## src/source/uart_pkg.sv

```systemverilog
`default_nettype none

package uart_pkg;

	// Data bits in one serial frame
	localparam int uart_data_bits = 8;

	// Stop bits at the end of each frame
	localparam int uart_stop_bits = 1;

endpackage

`default_nettype wire

```

## src/source/dbg_cmd_pkg.sv

```systemverilog
`default_nettype none

package dbg_cmd_pkg;

	// Host command opcodes, one byte each
	localparam logic [7:0] cmd_halt_cpu          = 8'h00;
	localparam logic [7:0] cmd_resume_cpu        = 8'h01;
	localparam logic [7:0] cmd_write_byte        = 8'h02;
	localparam logic [7:0] cmd_read_byte         = 8'h03;
	localparam logic [7:0] cmd_reset_cpu         = 8'h04;
	localparam logic [7:0] cmd_ping              = 8'h05;
	localparam logic [7:0] cmd_hold_cpu_reset    = 8'h06;
	localparam logic [7:0] cmd_release_cpu_reset = 8'h07;

	// Reply for every command except a read
	localparam logic [7:0] ack_byte = 8'h00;

	// Reset pulse ends when the counter MSB sets
	localparam int reset_pulse_bits = 9;

	// Target bus address width
	localparam int addr_width = 16;

endpackage

`default_nettype wire

```

## src/source/uart_rx.sv

```systemverilog
`default_nettype none

module uart_rx import uart_pkg::*; #(
	parameter int clks_per_bit = 8
) (
	input wire clk,
	input wire rst,
	input wire serial_in,
	output logic rx_valid,
	output logic [7:0] rx_data
);

	localparam int cnt_w = $clog2(clks_per_bit);
	localparam int idx_w = $clog2(uart_data_bits);
	localparam logic [cnt_w-1:0] bit_last = cnt_w'(clks_per_bit - 1);
	localparam logic [cnt_w-1:0] half_last = cnt_w'(clks_per_bit / 2 - 1);
	localparam logic [idx_w-1:0] data_last = idx_w'(uart_data_bits - 1);

	localparam logic [1:0] st_idle  = 2'd0;
	localparam logic [1:0] st_start = 2'd1;
	localparam logic [1:0] st_data  = 2'd2;
	localparam logic [1:0] st_stop  = 2'd3;

	logic [1:0] sync;
	logic rx_s;
	logic [1:0] state;
	logic [cnt_w-1:0] cnt;
	logic [idx_w-1:0] idx;
	logic [7:0] shreg;

	// Synchronized line level
	assign rx_s = sync[1];
	assign rx_data = shreg;

	always_ff @(posedge clk or negedge rst) begin
		if (!rst) begin
			// Line idles high, so no false start out of reset
			sync <= 2'b11;
			state <= st_idle;
			cnt <= '0;
			idx <= '0;
			rx_valid <= 1'b0;
		end else begin
			sync <= {sync[0], serial_in};
			rx_valid <= 1'b0;
			case (state)
				st_idle: begin
					// Falling edge starts a frame
					if (!rx_s) begin
						state <= st_start;
						cnt <= '0;
					end
				end
				st_start: begin
					if (cnt == half_last) begin
						cnt <= '0;
						// Still low at mid-bit, so a real start bit
						if (!rx_s) begin
							state <= st_data;
							idx <= '0;
						end else begin
							state <= st_idle;
						end
					end else begin
						cnt <= cnt + 1'b1;
					end
				end
				st_data: begin
					if (cnt == bit_last) begin
						cnt <= '0;
						idx <= idx + 1'b1;
						// Byte complete after last data bit
						if (idx == data_last) begin
							state <= st_stop;
							rx_valid <= 1'b1;
						end
					end else begin
						cnt <= cnt + 1'b1;
					end
				end
				default: begin
					// Wait for a high stop bit before rearming
					if (cnt == bit_last) begin
						if (rx_s)
							state <= st_idle;
					end else begin
						cnt <= cnt + 1'b1;
					end
				end
			endcase
		end
	end

	// Shift in LSB first at each data bit centre
	always_ff @(posedge clk) begin
		if (state == st_data && cnt == bit_last)
			shreg <= {rx_s, shreg[7:1]};
	end

endmodule

`default_nettype wire

```

## src/source/uart_tx.sv

```systemverilog
`default_nettype none

module uart_tx import uart_pkg::*; #(
	parameter int clks_per_bit = 8
) (
	input wire clk,
	input wire rst,
	input wire tx_start,
	input wire [7:0] tx_data,
	output logic serial_out,
	output logic tx_ready
);

	localparam int cnt_w = $clog2(clks_per_bit);
	localparam int idx_w = $clog2(uart_data_bits);
	localparam logic [cnt_w-1:0] bit_last = cnt_w'(clks_per_bit - 1);
	localparam logic [idx_w-1:0] data_last = idx_w'(uart_data_bits - 1);
	localparam logic [idx_w-1:0] stop_last = idx_w'(uart_stop_bits - 1);

	localparam logic [1:0] st_idle  = 2'd0;
	localparam logic [1:0] st_start = 2'd1;
	localparam logic [1:0] st_data  = 2'd2;
	localparam logic [1:0] st_stop  = 2'd3;

	logic [1:0] state;
	logic [cnt_w-1:0] cnt;
	logic [idx_w-1:0] idx;
	logic [7:0] shreg;

	// Ready whenever no frame is on the line
	assign tx_ready = (state == st_idle);

	always_ff @(posedge clk or negedge rst) begin
		if (!rst) begin
			state <= st_idle;
			cnt <= '0;
			idx <= '0;
			serial_out <= 1'b1;
		end else begin
			if (state == st_idle) begin
				// Start bit goes out the cycle after tx_start
				if (tx_start) begin
					state <= st_start;
					cnt <= '0;
					serial_out <= 1'b0;
				end
			end else if (cnt != bit_last) begin
				cnt <= cnt + 1'b1;
			end else begin
				// End of one bit period
				cnt <= '0;
				case (state)
					st_start: begin
						state <= st_data;
						idx <= '0;
						serial_out <= shreg[0];
					end
					st_data: begin
						idx <= idx + 1'b1;
						if (idx == data_last) begin
							state <= st_stop;
							idx <= '0;
							serial_out <= 1'b1;
						end else begin
							serial_out <= shreg[1];
						end
					end
					default: begin
						idx <= idx + 1'b1;
						if (idx == stop_last)
							state <= st_idle;
					end
				endcase
			end
		end
	end

	// Byte latched on start, then shifted right LSB first
	always_ff @(posedge clk) begin
		if (state == st_idle && tx_start)
			shreg <= tx_data;
		else if (state == st_data && cnt == bit_last)
			shreg <= {1'b0, shreg[7:1]};
	end

endmodule

`default_nettype wire

```

## src/source/sys_ctrl_fsm.sv

```systemverilog
`default_nettype none

module sys_ctrl_fsm import dbg_cmd_pkg::*; (
	input wire clk,
	input wire rst,
	input wire rx_valid,
	input wire [7:0] rx_data,
	input wire tx_ready,
	output logic tx_start,
	output logic [7:0] tx_data,
	input wire cpu_is_halted,
	output logic cpu_halt,
	output logic cpu_rst,
	output logic bus_grant,
	output logic [addr_width-1:0] bus_addr,
	output logic [7:0] bus_wdata,
	output logic bus_we,
	output logic bus_re,
	input wire [7:0] bus_rdata
);

	localparam logic [3:0] st_idle       = 4'd0;
	localparam logic [3:0] st_rd_hi      = 4'd1;
	localparam logic [3:0] st_rd_lo      = 4'd2;
	localparam logic [3:0] st_rd_wait    = 4'd3;
	localparam logic [3:0] st_rd_reply   = 4'd4;
	localparam logic [3:0] st_wr_hi      = 4'd5;
	localparam logic [3:0] st_wr_lo      = 4'd6;
	localparam logic [3:0] st_wr_data    = 4'd7;
	localparam logic [3:0] st_reset_hold = 4'd8;
	localparam logic [3:0] st_send_ack   = 4'd9;

	logic [3:0] state;
	logic [reset_pulse_bits-1:0] cnt;
	logic we_q;
	logic re_q;

	// Bus is ours only with the CPU confirmed halted or held in reset
	assign bus_grant = (cpu_halt && cpu_is_halted) || !cpu_rst;
	assign bus_we = we_q && bus_grant;
	assign bus_re = re_q && bus_grant;

	// Control registers back to their reset values
	task automatic clear_ctrl();
		state <= st_idle;
		cnt <= '0;
		we_q <= 1'b0;
		re_q <= 1'b0;
		tx_start <= 1'b0;
		cpu_halt <= 1'b0;
		cpu_rst <= 1'b1;
	endtask

	always_ff @(posedge clk or negedge rst) begin
		if (!rst) begin
			clear_ctrl();
		end else begin
			// Strobes last a single cycle
			tx_start <= 1'b0;
			we_q <= 1'b0;
			re_q <= 1'b0;
			case (state)
				st_idle: begin
					cnt <= '0;
					if (rx_valid) begin
						case (rx_data)
							cmd_halt_cpu: begin
								cpu_halt <= 1'b1;
								state <= st_send_ack;
							end
							cmd_resume_cpu: begin
								cpu_halt <= 1'b0;
								state <= st_send_ack;
							end
							cmd_write_byte: state <= st_wr_hi;
							cmd_read_byte: state <= st_rd_hi;
							cmd_reset_cpu: begin
								cpu_rst <= 1'b0;
								state <= st_reset_hold;
							end
							cmd_ping: state <= st_send_ack;
							cmd_hold_cpu_reset: begin
								cpu_rst <= 1'b0;
								state <= st_send_ack;
							end
							cmd_release_cpu_reset: begin
								cpu_rst <= 1'b1;
								state <= st_send_ack;
							end
							// Unknown opcode drops everything silently
							default: clear_ctrl();
						endcase
					end
				end
				// Address bytes arrive high first
				st_rd_hi: if (rx_valid) state <= st_rd_lo;
				st_rd_lo: begin
					if (rx_valid) begin
						re_q <= 1'b1;
						state <= st_rd_wait;
					end
				end
				// Read enable on the bus this cycle
				st_rd_wait: state <= st_rd_reply;
				st_rd_reply: begin
					if (tx_ready) begin
						tx_start <= 1'b1;
						state <= st_idle;
					end
				end
				st_wr_hi: if (rx_valid) state <= st_wr_lo;
				st_wr_lo: if (rx_valid) state <= st_wr_data;
				st_wr_data: begin
					// Write fires the cycle after the data byte
					if (rx_valid) begin
						we_q <= 1'b1;
						state <= st_send_ack;
					end
				end
				st_reset_hold: begin
					// MSB set means 256 counted, so the pulse spans 257 cycles
					if (cnt[reset_pulse_bits-1]) begin
						cpu_rst <= 1'b1;
						state <= st_send_ack;
					end else begin
						cnt <= cnt + 1'b1;
					end
				end
				st_send_ack: begin
					if (tx_ready) begin
						tx_start <= 1'b1;
						state <= st_idle;
					end
				end
				default: clear_ctrl();
			endcase
		end
	end

	// Address, write data and reply byte
	always_ff @(posedge clk) begin
		if (rx_valid && (state == st_rd_hi || state == st_wr_hi))
			bus_addr[15:8] <= rx_data;
		if (rx_valid && (state == st_rd_lo || state == st_wr_lo))
			bus_addr[7:0] <= rx_data;
		if (rx_valid && state == st_wr_data)
			bus_wdata <= rx_data;
		// RAM output valid once the reply state is reached
		if (state == st_rd_reply)
			tx_data <= bus_rdata;
		else if (state == st_send_ack)
			tx_data <= ack_byte;
	end

endmodule

`default_nettype wire

```

## src/source/target_ram.sv

```systemverilog
`default_nettype none

module target_ram import dbg_cmd_pkg::*; (
	input wire clk,
	input wire we,
	input wire re,
	input wire [addr_width-1:0] addr,
	input wire [7:0] wdata,
	output logic [7:0] rdata
);

	// Only the low address byte selects a word
	logic [7:0] mem [0:255];
	logic [7:0] word_sel;

	assign word_sel = addr[7:0];

	always_ff @(posedge clk) begin
		// Byte write
		if (we)
			mem[word_sel] <= wdata;
		// Registered read, data one cycle after re
		if (re)
			rdata <= mem[word_sel];
	end

endmodule

`default_nettype wire

```

## src/source/debug_uart_top.sv

```systemverilog
`default_nettype none

module debug_uart_top import dbg_cmd_pkg::*; #(
	parameter int clks_per_bit = 8
) (
	input wire clk,
	input wire rst,
	input wire uart_rx,
	output wire uart_tx,
	input wire [addr_width-1:0] cpu_addr,
	input wire [7:0] cpu_wdata,
	input wire cpu_we,
	input wire cpu_re,
	output wire [7:0] cpu_rdata,
	output wire cpu_halt,
	output wire cpu_rst,
	input wire cpu_is_halted,
	output wire bus_grant
);

	wire rx_valid;
	wire [7:0] rx_data;
	wire tx_start;
	wire [7:0] tx_data;
	wire tx_ready;

	// Debug side of the RAM bus
	wire [addr_width-1:0] dbg_addr;
	wire [7:0] dbg_wdata;
	wire dbg_we;
	wire dbg_re;

	// RAM port after the ownership mux
	wire [addr_width-1:0] ram_addr;
	wire [7:0] ram_wdata;
	wire ram_we;
	wire ram_re;
	wire [7:0] ram_rdata;

	uart_rx #(
		.clks_per_bit(clks_per_bit)
	) uart_rx_inst (
		.clk(clk),
		.rst(rst),
		.serial_in(uart_rx),
		.rx_valid(rx_valid),
		.rx_data(rx_data)
	);

	sys_ctrl_fsm sys_ctrl_fsm_inst (
		.clk(clk),
		.rst(rst),
		.rx_valid(rx_valid),
		.rx_data(rx_data),
		.tx_ready(tx_ready),
		.tx_start(tx_start),
		.tx_data(tx_data),
		.cpu_is_halted(cpu_is_halted),
		.cpu_halt(cpu_halt),
		.cpu_rst(cpu_rst),
		.bus_grant(bus_grant),
		.bus_addr(dbg_addr),
		.bus_wdata(dbg_wdata),
		.bus_we(dbg_we),
		.bus_re(dbg_re),
		.bus_rdata(ram_rdata)
	);

	// Grant hands the whole RAM port to the debug side
	assign ram_addr = bus_grant ? dbg_addr : cpu_addr;
	assign ram_wdata = bus_grant ? dbg_wdata : cpu_wdata;
	assign ram_we = bus_grant ? dbg_we : cpu_we;
	assign ram_re = bus_grant ? dbg_re : cpu_re;

	// Read data is shared by both masters
	assign cpu_rdata = ram_rdata;

	target_ram target_ram_inst (
		.clk(clk),
		.we(ram_we),
		.re(ram_re),
		.addr(ram_addr),
		.wdata(ram_wdata),
		.rdata(ram_rdata)
	);

	uart_tx #(
		.clks_per_bit(clks_per_bit)
	) uart_tx_inst (
		.clk(clk),
		.rst(rst),
		.tx_start(tx_start),
		.tx_data(tx_data),
		.serial_out(uart_tx),
		.tx_ready(tx_ready)
	);

endmodule

`default_nettype wire

```

## config.mk

```make
export PLATFORM = sky130hd
export DESIGN_NAME = debug_uart_top
export DESIGN_NICKNAME = d
export VERILOG_FILES = /design/src/source/uart_pkg.sv /design/src/source/dbg_cmd_pkg.sv /design/src/source/uart_rx.sv /design/src/source/uart_tx.sv /design/src/source/sys_ctrl_fsm.sv /design/src/source/target_ram.sv /design/src/source/debug_uart_top.sv
export SDC_FILE = /design/constraint.sdc
export NUM_CORES = 2
export LEC_CHECK = 0
export BUFFER_PORTS_ARGS = -buffer_cell sky130_fd_sc_hd__buf_2
export CAP_MARGIN = 40
export CORE_MARGIN = 4
export CORE_UTILIZATION = 40
export CTS_CLUSTER_SIZE = 20
export DETAILED_ROUTE_END_ITERATION = 6
export PLACE_DENSITY = 0.53
export SETUP_SLACK_MARGIN = 0.02
export SYNTH_ARGS = -nofsm -noshare
export SYNTH_HDL_FRONTEND = slang
export SYNTH_SLANG_ARGS = --single-unit
```

## constraint.sdc

```tcl
create_clock -name clk -period 6.3 [get_ports clk]
set_input_delay 0.63 -clock clk [delete_from_list [all_inputs] [get_ports clk]]
set_output_delay 0.63 -clock clk [all_outputs]
set_load 0.1 [all_outputs]
```

Yosys cells after proc, flatten, opt, wreduce, memory -nomap -nowiden
Memories as Yosys holds them, arrays and structs flattened. A register that Yosys moved wholly into a read port is not among the register bits. Cells that the tools add are included.

Equal/unequal tests: 46. Reduce and logical (&&, ||, !) cells: 40. Bitwise gates (word level): 4. $add $sub $neg: 5. Mux-type cells: 69.

Operator list (count): 8-bit 2-to-1 mux (6); 4-bit case mux with 9 select lines (1); 8-bit by 3-bit == test with 1-bit output, second input constant (4); 4-bit 2-to-1 mux (8); 3-bit 2-to-1 mux (10); 2-bit != test, second input constant (13); 2-bit 2-to-1 mux (12); 1-bit 2-to-1 mux (19); 9-bit case mux with 2 select lines (1); 4-bit by 3-bit == test with 1-bit output, second input constant (4); 8-bit by 2-bit == test with 1-bit output, second input constant (2); 4-bit case mux with 4 select lines (1); 3-bit by 1-bit adder with 3-bit output, second input constant (4); 3-bit == test, second input constant (4); 3-bit case mux with 2 select lines (2); 4-bit AND reduction (3); 2-bit by 1-bit != test with 1-bit output, second input constant (5); 5-bit OR reduction (2); 9-bit by 1-bit adder with 9-bit output, second input constant (1); 9-bit 2-to-1 mux (1); 3-bit case mux with 3 select lines (1); 9-bit OR reduction (1); 4-bit by 2-bit == test with 1-bit output, second input constant (2); 4-bit == test, second input constant (2); other kinds (30) (55).

Memories kept: 1. Bits in writable memories: 2048. Bits in registers: 78. Logic and storage cells: 187. Bits of input ports: 30. Output and inout port bits: 12.

Memories: target_ram_inst.mem (words 256, width 8, rd ports 1, clocked after Yosys merged registers in 1, wr ports 1, line target_ram.sv:13) `logic [7:0] mem [0:255];`.

Longest topological paths before layout
Depth in word-level cells: 6. Gate-level depth with buffers: 15. Mapped depth without buffers: 9.

Cells and area by module
A second synthesis with hierarchy kept.

Cells, all modules: 3901. Area, all modules: 83017.1 µm².

Modules (own cells, without submodules): target_ram (area an instance 78572.9 µm², seq. area each 61739.2 µm², cells each 3547, instances 1); sys_ctrl_fsm (area an instance 2215.9 µm², seq. area each 1412.6 µm², cells each 169, instances 1); uart_rx (area an instance 918.4 µm², seq. area each 518.0 µm², cells each 78, instances 1); uart_tx (area an instance 890.9 µm², seq. area each 466.7 µm², cells each 78, instances 1); debug_uart_top (area an instance 419.2 µm², seq. area each 0.0 µm², cells each 29, instances 1).

Least setup slack after synthesis
OpenSTA, ideal clock, no wires.

Path type: register -> register. Start: register sys_ctrl_fsm_inst.cpu_halt. End: memory target_ram_inst.mem[0][0] (data pin). Buffers on the path: 3. Data required time: 5.478 ns. Slack: -0.249 ns. Arrival time: 5.727 ns. Stages on the path, launching flop included: 8. Cells stage by stage: dfrtp_1 > a21boi_2 > inv_2 > buf_6 > buf_2 > buf_1 > nand2_1 > nand2_1.

Cells in the longest elaborated chain, start to end: 3.

RTL lines: from (decl) (line sys_ctrl_fsm.sv:12) `output logic cpu_halt,`; from (signal assigned) (line sys_ctrl_fsm.sv:68) `cpu_halt <= 1'b1;`; from (signal assigned) (line sys_ctrl_fsm.sv:72) `cpu_halt <= 1'b0;`; 1-bit logical AND (line sys_ctrl_fsm.sv:39) `assign bus_grant = (cpu_halt && cpu_is_halted) || !cpu_rst;`; 1-bit logical OR (line sys_ctrl_fsm.sv:39); named net bus_grant (line debug_uart_top.sv:18) `output wire bus_grant`; 8-bit 2-to-1 mux (line debug_uart_top.sv:71) `assign ram_wdata = bus_grant ? dbg_wdata : cpu_wdata;`; named net ram_wdata[0] (line debug_uart_top.sv:35) `wire [7:0] ram_wdata;`; to (decl) (line target_ram.sv:13).

The timed path passes the listed nets, and every way through them passes these cells.

Worst setup path in the final report
Start: register sys_ctrl_fsm_inst.cpu_rst. End: register target_ram_inst.rdata[6], read port of target_ram_inst.mem (data pin).

Cells in the longest elaborated chain, start to end: 4. Elaborated cells on any way between the ends: 5. Classes of those cells: mux: 2; reduce/logical: 3.

RTL lines: from (decl) (line sys_ctrl_fsm.sv:13) `output logic cpu_rst,`; from (signal assigned) (line sys_ctrl_fsm.sv:78) `cpu_rst <= 1'b0;`; from (signal assigned) (line sys_ctrl_fsm.sv:83) `cpu_rst <= 1'b0;`; from (signal assigned) (line sys_ctrl_fsm.sv:87) `cpu_rst <= 1'b1;`; 1-bit zero test * (line sys_ctrl_fsm.sv:39); 1-bit logical OR * (line sys_ctrl_fsm.sv:39); 1-bit logical AND (line sys_ctrl_fsm.sv:41) `assign bus_re = re_q && bus_grant;`; 1-bit 2-to-1 mux (line debug_uart_top.sv:73) `assign ram_re = bus_grant ? dbg_re : cpu_re;`; to (decl) (line target_ram.sv:9) `output logic [7:0] rdata`.

Every way passes the cells marked *; elsewhere a longest branch is shown, timed or not. A chain may end at the register's enable or synchronous reset.

==> summary.md <==
| Metric | Value |
|---|---|
| Effective utilization at floorplan | 40.2% |
| Synth Instances | 6243 |
| Final Skew | roughly 35 ps |
| Asr flop ratio synth | 1.78% |
| CTS tree | yes |
| Post-route cell area | 0.0955 sq mm |
| Synth unique cells | between 50 and 60 |
| Slew Limit Headroom | 30.2% |
| Max-slew violation count | 0 |
| Worst Hold Launch | cpu_wdata[0] |
| Synth Register Bits | ~2100 |
| VDD IR max | about 0.00023 V |
| Root Driver | clkbuf_16 |
| Most used DFF post-synth | edfxtp_1 |
| FP Rows | 168 |
| PwrDens | 324 mW/mm^2 |
| Drt drc | 0 |
| Clk slew on worst S/H paths | about 60 ps |
| Largest cells by area after synthesis | edfxtp_1 75%, nand2_1 6.9%, a21oi_1 3.8%, nand3_1 2.0%, a22oi_1 1.5% |
| Total core area | 0.210 sq mm |
| Most common cell after layout, fill and taps aside | edfxtp_1 |
| Area growth, synth to finish | 13.2% |
| Mapped Nets | approximately 6300 |
| Seq/Total Area, Yosys | between 70% and 80% |
| R2R cell count | 15 |
| Pre-CTS setup slack | 1130 ps |
| Top achievable clock speed | 199 MHz |
| Pin count of the biggest net entering global routing | about 160 |
| Reg2reg end | target_ram_inst.rdata[6]$_DFFE_PP_ |
| Clk_lat worst skew | 870 ps |
| Post-route setup TNS | 0 ps |
| Via count | between 50000 and 60000 |
| Initial DRT Pass Iterations | 5 |
| Ratio of cells with drive above 1 in the final layout | 9.05% |
| Post-Layout Cell Count | between 9000 and 10000 |
| Area fraction of the dominant cell type after synthesis | 74.6% |
| Setup bufs post-CTS | 0 |
| Worst r2r src | sys_ctrl_fsm_inst.cpu_rst$_DFFE_PN1P_ |
| Post-DR vias/cell | between 5 and 6 |
| 1st-iter DRT viols | approximately 5700 |
| Final setup margin | 1280 ps |
| Placer Congestion | 0.837 |
| H-tree Lvls | 4 |
| PostCTS Resize Cnt | 0 |
| Yosys synthesis warning count | 0 |
| Die height | 467 microns |
| Data required, critical path | about 7000 ps |
| Die area | approximately 0.22 sq mm |
| Max FO, Critical Path | 20 |
| Input/output buffers | 33 |
| Unrepaired setup endpoints after global routing | false |
| Hold-critical path endpoint | target_ram_inst.mem[155][0]$_DFFE_PP_ |
| Finish-stage setup viols | 0 |
| Worst-margin pin slew | 1050 ps |
| CTS Buf Count | ~220 |
| Placed Area | roughly 0.09 sq mm |
| Crit path max-delay cell type | nor2_4 |
| Hold path depth | 3 |
| Most frequent cells in the layout | 2096 x edfxtp_1, 1535 x nand2_1, 649 x a21oi_1 |
| Crit-path cells | a21boi_2 -> buf_4 -> inv_2 -> mux2_2 -> buf_4 -> nand2_1 -> buf_4 -> nor2_4 -> buf_4 -> a21oi_1 -> a41oi_1 -> a2111oi_0 -> buf_1 -> buf_4 -> nand4_1 |
| GR Overflow Total | 0 |
| Initial antenna violation count | 5 |
| All-Layer GR Usage | 21.2% |
| Nets | ~6400 |
| Wire per inst | roughly 25 microns |
| Vias in the first global route | 49500 |
| Die width | between 400 and 500 microns |
| CP most frequent cell | buf_4 |
| CP peak stage delay | 630 ps |
| Status | completed |
| Max Cap Viol | 0 |
| Synth area leader | edfxtp_1 |
| Post-synth EDFFs | 2096 |
| Kind of critical path | flop to flop |
| Number of failing hold endpoints at the final stage | 0 |
| Fill count | 18700 |
| Post-Syn Area per Cell | ~14 sq um |
| Hold-fix buffers, CTS | 2 |
| Critical Path Start Type | flop |
| DP Wirelength | 140000 microns |
| First-pass GRT wire length | around 340000 microns |
| Flop2flop setup slack | around 1300 ps |
| HP Class | primary input to flop |
| Period utilisation layout | 79.7% |
| Critical Path AT | 5720 ps |
| Synth Cell Area | around 0.084 sq mm |
| Routed Antenna Nets | 0 |
| Placed cell count | 8887 |
| Leakage power | 0.0311 uW |
| Crit path capture type | flop |
| Sink Count | 2134 |
| I/O pin total | between 40 and 50 |
| Minimum clock period | 5020 ps |
| CTS max path bufs | 3 |
| Routed wire length | 236000 microns |
[final cells by class]
cell class,instances,area (sq um),share of cell area [%]
Antenna cell,6,15.0,0.0157
Clock buffer,277,5740,6.01
Clock inverter,111,880,0.921
Inverter,18,67.6,0.0707
Multi-Input combinational cell,3678,18900,19.7
Sequential cell,2134,63900,66.9
Tap cell,2805,3510,3.67
Timing Repair Buffer,259,2580,2.70
[layer usage]
| metal | GRT usage (%) | vias to the layer above | routed length [microns] |
|---|---|---|---|
| met4 | 6.30 | 4 | 6690 |
| met3 | 3.71 | 336 | 17300 |
| met1 | 30.7 | 26300 | 104000 |
| met2 | 32.8 | 1947 | 108000 |
| met5 | 0 | - | 23 |
| li1 | - | 23500 | - |
[worst max-delay path, delay by kind of cell, from the launching register on]
kind	cells	cell delay [ps]
DFF	1	540
muxes	1	580
AOI/OAI and AO/OA	4	1040
and+or+nand+nor	3	770
buffers and inverters	7	1850
[through the flow]
step                util [%]  hold WS [ps]  power (uW)
floorplan                  -           334       18000
global placement        42.1           351       19000
detailed placement      42.3           349       19100
CTS                     45.5           214       31200
global route            45.5           217       32000
finish                  45.5           247       31000
[synthesized netlist by cell type, types with 79 or more instances]
cell	n
edfxtp_1	2096
nand2_1	1544
a21oi_1	649
nand3_1	331
nor2_1	291
clkbuf_1	215
a22oi_1	166
buf_2	139
a32oi_1	96
mux2i_1	93
a31oi_1	87
a221oi_1	79
[where the power goes]
| group | leakage (uW) | switching [uW] | internal [uW] |
|---|---|---|---|
| combinational | 0.00854 | 2080 | 736 |
| sequential | 0.0193 | 87.2 | 15900 |
| clock | 0.00320 | 5370 | 6770 |
| total | 0.0311 | 7530 | 23400 |
[cells by family after synthesis]
logic type / share of synthesized area, %
and+or+nand+nor: 11.2
muxes: 1.41
xor gates and xnor gates: 0.0311
buffers and inverters: 2.24
DFF: 75.7
AOI/OAI and AO/OA: 9.10
adders and majority gates: 0.267
[worst max-delay path by stage]
| stage | from | to | slack, ps | depth (start not counted) |
|---|---|---|---|---|
| 2_1_floorplan | sys_ctrl_fsm_inst.cpu_halt$_DFFE_PN0P_ | target_ram_inst.mem[0][0]$_DFFE_PP_ | 1260 | 7 |
| 3_3_place_gp | cpu_is_halted | target_ram_inst.rdata[6]$_DFFE_PP_ | 480 | 14 |
| 3_5_place_dp | cpu_is_halted | target_ram_inst.rdata[6]$_DFFE_PP_ | 1130 | 16 |
| 4_1_cts | sys_ctrl_fsm_inst.cpu_rst$_DFFE_PN1P_ | target_ram_inst.rdata[6]$_DFFE_PP_ | 1250 | 15 |
| 5_1_grt | sys_ctrl_fsm_inst.cpu_rst$_DFFE_PN1P_ | target_ram_inst.rdata[6]$_DFFE_PP_ | 1030 | 15 |
| 6_report | sys_ctrl_fsm_inst.cpu_rst$_DFFE_PN1P_ | target_ram_inst.rdata[6]$_DFFE_PP_ | 1280 | 15 |
[flip-flops by register name (all words and copies together), names as in the netlist]
signal and count:
uart_tx_inst.serial_out 1, sys_ctrl_fsm_inst.tx_start 1, sys_ctrl_fsm_inst.state 4, sys_ctrl_fsm_inst.cnt 9
uart_rx_inst.sync 2, uart_tx_inst.state 2, sys_ctrl_fsm_inst.bus_wdata 8, sys_ctrl_fsm_inst.re_q 1
uart_tx_inst.idx 3, uart_rx_inst.rx_valid 1, sys_ctrl_fsm_inst.bus_addr 8, sys_ctrl_fsm_inst.tx_data 8
target_ram_inst.rdata 8, target_ram_inst.mem 2048, uart_rx_inst.state 2, uart_rx_inst.cnt 3
uart_tx_inst.cnt 3, sys_ctrl_fsm_inst.cpu_rst 1, uart_tx_inst.shreg 8, sys_ctrl_fsm_inst.cpu_halt 1
sys_ctrl_fsm_inst.we_q 1, uart_rx_inst.rx_data 8, uart_rx_inst.idx 3
No activity file was read; power rests on OpenSTA's default activity.
